## config.mk

```make
export PLATFORM = sky130hd
export DESIGN_NAME = fetch_decode_top
export DESIGN_NICKNAME = d
export VERILOG_FILES = /design/src/source/rv_front_pkg.sv /design/src/source/fetch_decode_top.sv /design/src/source/decode_issue.sv /design/src/source/imm_gen.sv /design/src/source/field_decoder.sv /design/src/source/fetcher.sv
export SDC_FILE = /design/constraint.sdc
export NUM_CORES = 1
export LEC_CHECK = 0
export ABC_AREA = 0
export BUFFER_PORTS_ARGS = -buffer_cell sky130_fd_sc_hd__buf_2
export CORE_MARGIN = 2
export CORE_UTILIZATION = 45
export DETAILED_ROUTE_END_ITERATION = 8
export GPL_ROUTABILITY_DRIVEN = 0
export PLACE_DENSITY = 0.7
export SLEW_MARGIN = 30
export SYNTH_ARGS = -nofsm -noshare
export SYNTH_HDL_FRONTEND = slang
export SYNTH_SLANG_ARGS = --single-unit
```

## constraint.sdc

```tcl
create_clock -name clk -period 6.6 [get_ports clk]
set_input_delay 0.66 -clock clk [delete_from_list [all_inputs] [get_ports clk]]
set_output_delay 0.66 -clock clk [all_outputs]
set_load 0.005 [all_outputs]
```

## src/source/rv_front_pkg.sv

```systemverilog
package rv_front_pkg;

  localparam int XLEN = 32;

  // instruction class taken from the major opcode
  typedef enum logic [3:0] {
    OP_LUI     = 4'd0,
    OP_AUIPC   = 4'd1,
    OP_JAL     = 4'd2,
    OP_JALR    = 4'd3,
    OP_BRANCH  = 4'd4,
    OP_LOAD    = 4'd5,
    OP_STORE   = 4'd6,
    OP_IMM     = 4'd7,
    OP_REG     = 4'd8,
    OP_FENCE   = 4'd9,
    OP_SYSTEM  = 4'd10,
    OP_ILLEGAL = 4'd11
  } opclass_e;

  // read request toward instruction memory
  typedef struct packed {
    logic            ready;
    logic            instr;
    logic [XLEN-1:0] addr;
    logic [3:0]      wstrb;
  } mem_req_t;

  typedef struct packed {
    opclass_e   opclass;
    logic [4:0] rd;
    logic [4:0] rs1;
    logic [4:0] rs2;
    logic [2:0] funct3;
    logic       illegal;
  } fields_t;

  // one record handed to the next stage
  typedef struct packed {
    logic [XLEN-1:0] pc;
    fields_t         fields;
    logic [XLEN-1:0] imm;
  } decoded_t;

  // 16-bit encodings and unknown major opcodes map to illegal
  function automatic opclass_e opclass_of(input logic [6:0] opcode);
    opclass_e cls;
    if (opcode[1:0] != 2'b11) begin
      cls = OP_ILLEGAL;
    end else begin
      case (opcode[6:2])
        5'b01101: cls = OP_LUI;
        5'b00101: cls = OP_AUIPC;
        5'b11011: cls = OP_JAL;
        5'b11001: cls = OP_JALR;
        5'b11000: cls = OP_BRANCH;
        5'b00000: cls = OP_LOAD;
        5'b01000: cls = OP_STORE;
        5'b00100: cls = OP_IMM;
        5'b01100: cls = OP_REG;
        5'b00011: cls = OP_FENCE;
        5'b11100: cls = OP_SYSTEM;
        default:  cls = OP_ILLEGAL;
      endcase
    end
    return cls;
  endfunction

endpackage
```

## src/source/fetch_decode_top.sv

```systemverilog
`timescale 1ns/1ps

module fetch_decode_top #(
  parameter logic [rv_front_pkg::XLEN-1:0] RESET_PC      = '0,
  parameter int                            ISSUE_CREDITS = 4
) (
  input  var logic                            clk,
  input  var logic                            reset,
  output var rv_front_pkg::mem_req_t         mem_req,
  input  var logic                            mem_valid,
  input  var logic [rv_front_pkg::XLEN-1:0]  mem_rdata,
  input  var logic                            credit_return,
  output var logic                            out_valid,
  output var rv_front_pkg::decoded_t         out
);
  import rv_front_pkg::*;

  logic            fetcher_valid;
  logic            decoder_ready;
  logic [XLEN-1:0] instr;
  logic [XLEN-1:0] fetcher_pc;
  logic [XLEN-1:0] pc;
  logic [XLEN-1:0] imm;
  fields_t         fields;

  fetcher fetcher_i (
    .clk           (clk),
    .reset         (reset),
    .decoder_ready (decoder_ready),
    .fetcher_valid (fetcher_valid),
    .pc            (pc),
    .mem_valid     (mem_valid),
    .mem_rdata     (mem_rdata),
    .instr         (instr),
    .fetcher_pc    (fetcher_pc),
    .mem_req       (mem_req)
  );

  // both decoders look at the held word in parallel
  field_decoder field_decoder_i (
    .instr  (instr),
    .fields (fields)
  );

  imm_gen imm_gen_i (
    .instr (instr),
    .imm   (imm)
  );

  decode_issue #(
    .RESET_PC      (RESET_PC),
    .ISSUE_CREDITS (ISSUE_CREDITS)
  ) decode_issue_i (
    .clk           (clk),
    .reset         (reset),
    .fetcher_valid (fetcher_valid),
    .fetcher_pc    (fetcher_pc),
    .decoder_ready (decoder_ready),
    .fields        (fields),
    .imm           (imm),
    .pc            (pc),
    .credit_return (credit_return),
    .out_valid     (out_valid),
    .out           (out)
  );

endmodule

```

## src/source/decode_issue.sv

```systemverilog
`timescale 1ns/1ps

module decode_issue #(
  parameter logic [rv_front_pkg::XLEN-1:0] RESET_PC      = '0,
  parameter int                            ISSUE_CREDITS = 4
) (
  input  var logic                            clk,
  input  var logic                            reset,
  // word from the fetcher
  input  var logic                            fetcher_valid,
  input  var logic [rv_front_pkg::XLEN-1:0]  fetcher_pc,
  output var logic                            decoder_ready,
  // side-by-side decode results
  input  var rv_front_pkg::fields_t          fields,
  input  var logic [rv_front_pkg::XLEN-1:0]  imm,
  // next fetch address
  output var logic [rv_front_pkg::XLEN-1:0]  pc,
  // toward the consumer
  input  var logic                            credit_return,
  output var logic                            out_valid,
  output var rv_front_pkg::decoded_t         out
);
  import rv_front_pkg::*;

  localparam int              CREDIT_W = $clog2(ISSUE_CREDITS + 1);
  localparam logic [XLEN-1:0] PC_STEP  = 4;

  logic [CREDIT_W-1:0] credits;
  logic                accept;
  logic                ready_drop;

  assign accept        = fetcher_valid && decoder_ready && (credits != '0);
  assign decoder_ready = !ready_drop;

  // ready goes low for one cycle after each acceptance to clear the fetcher
  always_ff @(posedge clk) begin
    if (reset) begin
      ready_drop <= 1'b0;
    end else begin
      ready_drop <= accept;
    end
  end

  // issue and return in the same cycle cancel out
  always_ff @(posedge clk) begin
    if (reset) begin
      credits <= CREDIT_W'(ISSUE_CREDITS);
    end else if (accept && !credit_return) begin
      credits <= credits - 1'b1;
    end else if (credit_return && !accept && (credits != CREDIT_W'(ISSUE_CREDITS))) begin
      credits <= credits + 1'b1;
    end
  end

  // sequential fetch only with no branch redirect
  always_ff @(posedge clk) begin
    if (reset) begin
      pc <= RESET_PC;
    end else if (accept) begin
      pc <= pc + PC_STEP;
    end
  end

  always_ff @(posedge clk) begin
    if (reset) begin
      out_valid <= 1'b0;
    end else begin
      out_valid <= accept;
    end
  end

  always_ff @(posedge clk) begin
    if (accept) begin
      out.pc     <= fetcher_pc;
      out.fields <= fields;
      out.imm    <= imm;
    end
  end

endmodule

```

## src/source/imm_gen.sv

```systemverilog
`timescale 1ns/1ps

module imm_gen (
  input  var logic [rv_front_pkg::XLEN-1:0] instr,
  output var logic [rv_front_pkg::XLEN-1:0] imm
);
  import rv_front_pkg::*;

  logic [XLEN-1:0] imm_i;
  logic [XLEN-1:0] imm_s;
  logic [XLEN-1:0] imm_b;
  logic [XLEN-1:0] imm_u;
  logic [XLEN-1:0] imm_j;
  logic            sign;

  assign sign = instr[31];

  // all formats built in parallel and the class picks one
  assign imm_i = {{20{sign}}, instr[31:20]};
  assign imm_s = {{20{sign}}, instr[31:25], instr[11:7]};

  // branch offsets count halfwords so bit 0 is always clear
  assign imm_b = {{19{sign}}, instr[31], instr[7], instr[30:25], instr[11:8], 1'b0};

  assign imm_u = {instr[31:12], 12'b0};

  assign imm_j = {{11{sign}}, instr[31], instr[19:12], instr[20], instr[30:21], 1'b0};

  always_comb begin
    case (opclass_of(instr[6:0]))
      OP_JALR, OP_LOAD, OP_IMM: begin
        imm = imm_i;
      end
      OP_STORE: begin
        imm = imm_s;
      end
      OP_BRANCH: begin
        imm = imm_b;
      end
      OP_LUI, OP_AUIPC: begin
        imm = imm_u;
      end
      OP_JAL: begin
        imm = imm_j;
      end
      // register ops, fence, system and illegal words carry no immediate
      default: begin
        imm = '0;
      end
    endcase
  end

endmodule

```

## src/source/field_decoder.sv

```systemverilog
`timescale 1ns/1ps

module field_decoder (
  input  var logic [rv_front_pkg::XLEN-1:0] instr,
  output var rv_front_pkg::fields_t         fields
);
  import rv_front_pkg::*;

  opclass_e cls;
  logic     use_rd;
  logic     use_rs1;
  logic     use_rs2;

  assign cls = opclass_of(instr[6:0]);

  // which register slots each class actually reads or writes
  always_comb begin
    use_rd  = 1'b0;
    use_rs1 = 1'b0;
    use_rs2 = 1'b0;
    case (cls)
      OP_LUI, OP_AUIPC, OP_JAL: begin
        use_rd = 1'b1;
      end
      OP_JALR, OP_LOAD, OP_IMM, OP_SYSTEM: begin
        use_rd  = 1'b1;
        use_rs1 = 1'b1;
      end
      OP_BRANCH, OP_STORE: begin
        use_rs1 = 1'b1;
        use_rs2 = 1'b1;
      end
      OP_REG: begin
        use_rd  = 1'b1;
        use_rs1 = 1'b1;
        use_rs2 = 1'b1;
      end
      // fence and illegal words touch no registers
      default: begin
        use_rd  = 1'b0;
        use_rs1 = 1'b0;
        use_rs2 = 1'b0;
      end
    endcase
  end

  // unused slots read as x0 so later stages see no false hazards
  always_comb begin
    fields.opclass = cls;
    fields.rd      = use_rd  ? instr[11:7]  : 5'd0;
    fields.rs1     = use_rs1 ? instr[19:15] : 5'd0;
    fields.rs2     = use_rs2 ? instr[24:20] : 5'd0;
    fields.funct3  = instr[14:12];
    fields.illegal = (cls == OP_ILLEGAL);
  end

endmodule

```

## src/source/fetcher.sv

```systemverilog
`timescale 1ns/1ps

module fetcher (
  input  var logic                                clk,
  input  var logic                                reset,
  // handshake with the issue stage
  input  var logic                                decoder_ready,
  output var logic                                fetcher_valid,
  // address to fetch next
  input  var logic [rv_front_pkg::XLEN-1:0]      pc,
  // memory response
  input  var logic                                mem_valid,
  input  var logic [rv_front_pkg::XLEN-1:0]      mem_rdata,
  // fetched word and its address
  output var logic [rv_front_pkg::XLEN-1:0]      instr,
  output var logic [rv_front_pkg::XLEN-1:0]      fetcher_pc,
  output var rv_front_pkg::mem_req_t             mem_req
);
  import rv_front_pkg::*;

  logic            req_ready;
  logic            pending;
  logic            idle;
  logic [XLEN-1:0] fetch_addr;

  // no word held and no read in flight
  assign idle = !fetcher_valid && !pending;

  // one-cycle request pulse followed by a wait for the response
  always_ff @(posedge clk) begin
    if (reset) begin
      req_ready <= 1'b0;
      pending   <= 1'b0;
    end else if (idle) begin
      req_ready <= 1'b1;
      pending   <= 1'b1;
    end else begin
      req_ready <= 1'b0;
      if (mem_valid) begin
        pending <= 1'b0;
      end
    end
  end

  always_ff @(posedge clk) begin
    if (idle) begin
      fetch_addr <= pc;
    end
  end

  // valid from the response until the issue stage drops ready
  always_ff @(posedge clk) begin
    if (reset) begin
      fetcher_valid <= 1'b0;
    end else if (mem_valid) begin
      fetcher_valid <= 1'b1;
    end else if (!decoder_ready) begin
      fetcher_valid <= 1'b0;
    end
  end

  always_ff @(posedge clk) begin
    if (mem_valid) begin
      instr <= mem_rdata;
    end
  end

  assign fetcher_pc = fetch_addr;

  // reads only so the write strobe stays clear
  always_comb begin
    mem_req.ready = req_ready;
    mem_req.instr = 1'b1;
    mem_req.addr  = fetch_addr;
    mem_req.wstrb = 4'b0000;
  end

endmodule

```

# == After elaboration in Yosys (flattened, before gate mapping) ==
# Memories as Yosys holds them, arrays and structs flattened. A register that Yosys moved wholly into a read port is not among the register bits.
# Index checks and enable logic that the tools add are counted.
# W data, S select, Z words.
# totals
regBits,190
rom_bits,256
inputBits,36
out_inout_bits,126
elab_cells,77
mem_count,2
# op_classes
addsub,3
eq_ne,19
muxes,15
n_reduce_logical,22
# mem_list
memory,words,width,read_ports,rd_ports_with_merged_regs,wr,line_no,source
(no name shown),32,4,1,1,0,rv_front_pkg.sv:51,case (opcode[6:2])
(no name shown),32,4,1,1,0,rv_front_pkg.sv:51,
# ops
operator,count
$pmux W32 S5,1
$add A32 B3 Y32 const B,1
$eq A4 B3 Y1 const B,8
$eq A4 B2 Y1 const B,4
$eq A4 B4 Y1 const B,3
$mux W5,2
$eq A4 B1 Y1 const B,2
$logic_not A4 Y1,2
$mux W1,8
$mux W4,2
$reduce_or A8 Y1,1
$reduce_or A7 Y1,1
$logic_and A1 B1 Y1,6
$mux W3,2
$reduce_bool A2 Y1,3
$reduce_or A3 Y1,2
$logic_not A1 Y1,5
$add A3 B1 Y3 const B,1
$ne A3 B3 Y1 const B,1
$reduce_bool A3 Y1,1
$sub A3 B1 Y3 const B,1
$ne A2 B2 Y1 const B,1
$reduce_or A2 Y1,1

# == Longest topological paths before layout ==
# depth
word_depth,8
depth_mapped,9

# == Modules after synthesis ==
# A second synthesis with hierarchy kept.
# hier_totals
hier_cells,600
area_unflattened_um2,7938.9
# by_module_without_submodules
module,instances,cells_each,area_each_um2,seq_area_each_um2
decode_issue,1,295,4341.7,3293.2
fetcher,1,113,2311.0,1981.9
imm_gen,1,110,705.7,0.0
field_decoder,1,82,580.6,0.0

# == Least setup slack after synthesis ==
# Ideal clock, no wire load.
# synth_path
path_type,register -> register
startpoint,register decode_issue_i.credits[1]
endpoint,register decode_issue_i.out[0] (netlist name)
setup_time_ns,0.534
t_arrival_ns,4.342
slack_ns,1.724
stages_incl_launch_ff,5
cell_sequence,dfxtp_1 > clkbuf_2 > nor3_1 > clkbuf_1 > nor2_1
# synth_between
elab_chain_len,2
# synth_lines
item,line_no,source
from (decl),decode_issue.sv:28,logic [CREDIT_W-1:0] credits;
from (signal assigned),decode_issue.sv:47,credits <= CREDIT_W'(ISSUE_CREDITS);
from (signal assigned),decode_issue.sv:49,credits <= credits - 1'b1;
from (signal assigned),decode_issue.sv:51,credits <= credits + 1'b1;
$reduce_bool A3 Y1,decode_issue.sv:32,assign accept = fetcher_valid && decoder_ready && (credits != '0);
$logic_and A1 B1 Y1,decode_issue.sv:32,
via decode_issue_i.accept,decode_issue.sv:29,logic accept;
# The timed path passes the listed nets, and every way through them passes these cells.
# A chain may end at the register's enable or synchronous reset.

==> impl_metrics.csv <==
group,metric,value,unit
logic_synthesis,seq_area_frac_synth,72.9,%
floorplan,rows,46,
sta,rsz0062_at_grt,"no",
clocking,clockBufferDepth,2,
drt,finalWirelength,14.9,mm
placement,dpl.hpwl,10.3,mm
drt,ant_nets,0,
clocking,cts_resized,0,
sta,tns,0,ns
pwr,power_frac_seq,53.0,%
layout,final_common_cell,"buf_2",
floorplan,design.core.area,15700,um^2
logic_synthesis,syn_inst,505,
drt,drcViolationCount,0,
floorplan,die_area,17000,um^2
sta,relSlewSlack,40.1,%
placement,pre_cts_ws,3.70,ns
worst_setup_path,worstSetupPathType,"in2reg",
flow_run,maxCapViolations,0,
pwr,cellPowerDensity,305,nW/um^2
sta,finalHoldViolations,0,
pwr,switching_share,22.8,%
logic_synthesis,synth_seq_cells,188,
layout,layoutNonFillerInstCount,885,
layout,syn2layout_area_growth,21.9,%
placement,port_buffers,152,
drt,firstDrtPassIters,5,
pwr,leakage,3.39,nW
drt,drtIter0Drc,307,
sta,period_minus_slack,2.45,ns
sta,setup_viol,0,
clocking,h-tree-depth,4,
clocking,clockRootBuffer,"clkbuf_16",
sta,min_period_over_period,37.1,%
logic_synthesis,synth-edff-count,147,
sta,fin_skew,0.0125,ns
clocking,cts_setup_buffers,0,
layout,fin_util,55.7,%
layout,finalNetCount,697,
drt,dr_total_vias,4656,
logic_synthesis,syn_avg_cell_area,14.2,um^2
floorplan,fp.dieH,130,um
clocking,cts_sinks,188,
placement,placedCellCount,852,
worst_setup_path,critPathRequiredTime,6.91,ns
global_route,grt-ovfl-total,0,
floorplan,initial_core_util,45.7,%
clocking,hold_buffers,0,
clocking,clk_latency,0.43,ns
global_route,grt_pass1_wl,22.3,mm
logic_synthesis,synthArstFlopShare,0,%
floorplan,ios,162,
sta,hold_ws,0.400,ns
pwr,ir_drop,0.000166,V
worst_setup_path,crit_path_max_fanout,40,
global_route,grt_max_degree,76,
pwr,p_comb_share,7.5,%
global_route,grt_pass1_vias,4434,
floorplan,dieWidth,130,um
clocking,cts_tree,"built",
logic_synthesis,synth_flop_cell,"edfxtp_1",
worst_setup_path,end_kind,"flip-flop",
sta,final.setup.worst_slack,4.15,ns
sta,slew_viol_final,0,
status,status,"complete, no violations",
drt,via_per_inst,5.26,
clocking,path_clk_slew,0.07,ns
clocking,numCtsBuffers,17,
layout,fillerInstances,1281,
logic_synthesis,synth.distinct_cells,50,
worst_setup_path,arrival,2.75,ns
drt,wire_per_inst,16.8,um
sta,worstMarginPinSlew,0.899,ns
logic_synthesis,yosysWarnings,0,
pwr,p_switching,0.610,mW
layout,final_cell_mix,"buf_2 (152), edfxtp_1 (147), dfxtp_1 (41), nor2_1 (30), a21oi_1 (29)",
hold_path,min_path_type,"in2reg",
logic_synthesis,syn-cell-area,7180,um^2
layout,layout-drive-gt1-share,29.5,%
worst_setup_path,startpoint_type,"input pin",
global_route,grtUsageTotal,17.6,%
pwr,clockPowerShare,39.6,%
sta,max_freq,0.409,GHz
global_route,antenna_found_initial,0,
pwr,internal-power,2.06,mW
## state kept, by name, indices dropped and copies added, names as in the netlist, named ones only
register / flops
decode_issue_i.out: 85
decode_issue_i.pc: 30
fetcher_i.req_ready: 1
decode_issue_i.ready_drop: 1
fetcher_i.instr: 32
fetcher_i.fetcher_valid: 1
decode_issue_i.credits: 3
fetcher_i.pending: 1
fetcher_i.fetcher_pc: 30
## metrics by stage
stage / area (um^2) / total power, mW
finish: 8750 / 2.67
floorplan: 7200 / 1.54
global placement: 8100 / 1.63
detailed placement: 8110 / 1.64
CTS: 8740 / 2.69
global route: 8750 / 2.76
## worst paths after layout
| check | depth (start not counted) | end | slack, ns | start |
|---|---|---|---|---|
| setup / recovery | 5 | flip-flop | 4.15 | mem_valid |
| hold / removal | 1 | fetcher_i.instr[19] | 0.40 | mem_rdata[19] |
| setup reg to reg | 7 | decode_issue_i.credits[2] | 4.31 | fetcher_i.fetcher_valid |
| hold reg to reg | 0 | decode_issue_i.out[81] | 0.45 | fetcher_i.fetcher_pc[26] |
## critical path, cell delays in order
cell and delay, ns:
buf_2 0.67, mux2i_1 0.54, ha_1 0.35, a2111oi_0 0.45, a21oi_1 0.07
## final cells by class
| type | instances | area (um^2) | share of cell area [%] |
|---|---|---|---|
| sequential | 188 | 5240 | 59.8 |
| multi-input combinational | 282 | 1780 | 20.4 |
| timing repair buffer | 155 | 787 | 8.99 |
| clock buffer | 22 | 517 | 5.91 |
| tap | 216 | 270 | 3.09 |
| clock inverter | 10 | 114 | 1.30 |
| inverter | 11 | 41.3 | 0.472 |
| antenna | 1 | 2.50 | 0.0286 |
## cells in the mapped netlist, types with 5 or more instances
cell type	n	area (um^2)
and2_1	23	144
xnor2_1	5	43.8
clkbuf_1	17	63.8
inv_1	11	41.3
a21oi_1	29	145
nor3_1	7	35.0
o21ai_0	13	65.1
o31ai_1	14	105
dfxtp_1	41	821
ha_1	5	62.6
nand2_1	21	78.8
nor2_1	32	120
or4_1	16	120
nand3_1	13	65.1
nor2b_1	6	37.5
mux2i_1	7	70.1
edfxtp_1	147	4410
a21o_1	19	143
nand4_1	7	43.8
or3_1	9	56.3
buf_4	10	75.1
## layer usage
metal / up-vias / GRT usage (%) / routed length (um)
li1: 2195 / - / -
met4: 0 / 8.98 / 438
met1: 2240 / 20.1 / 5870
met2: 187 / 29.7 / 7460
met3: 34 / 5.95 / 1100
met5: - / 0 / 0
## logic make-up (layout without fill, tap and decap cells)
kind of cell,count (synthesis),after routing,synth area share [%]
flops,188,188,72.9
compound gates,92,92,8.28
simple gates,155,155,12.0
buf+inv,42,198,2.86
other cells,2,10,0.105
mux,10,10,1.45
xor+xnor,9,9,1.10
fa+ha+maj,7,7,1.29
## power by group through the flow
stage                     Sequential [mW]  Clock [mW]  Combinational, mW
after global routing                 1.42        1.12              0.221
after detailed placement             1.44           0              0.200
after global placement               1.44           0              0.190
final                                1.41        1.06              0.199
after floorplan                      1.44           0              0.101
after CTS                            1.41        1.08              0.201
Note: power is estimated with default switching activity, not from simulation.
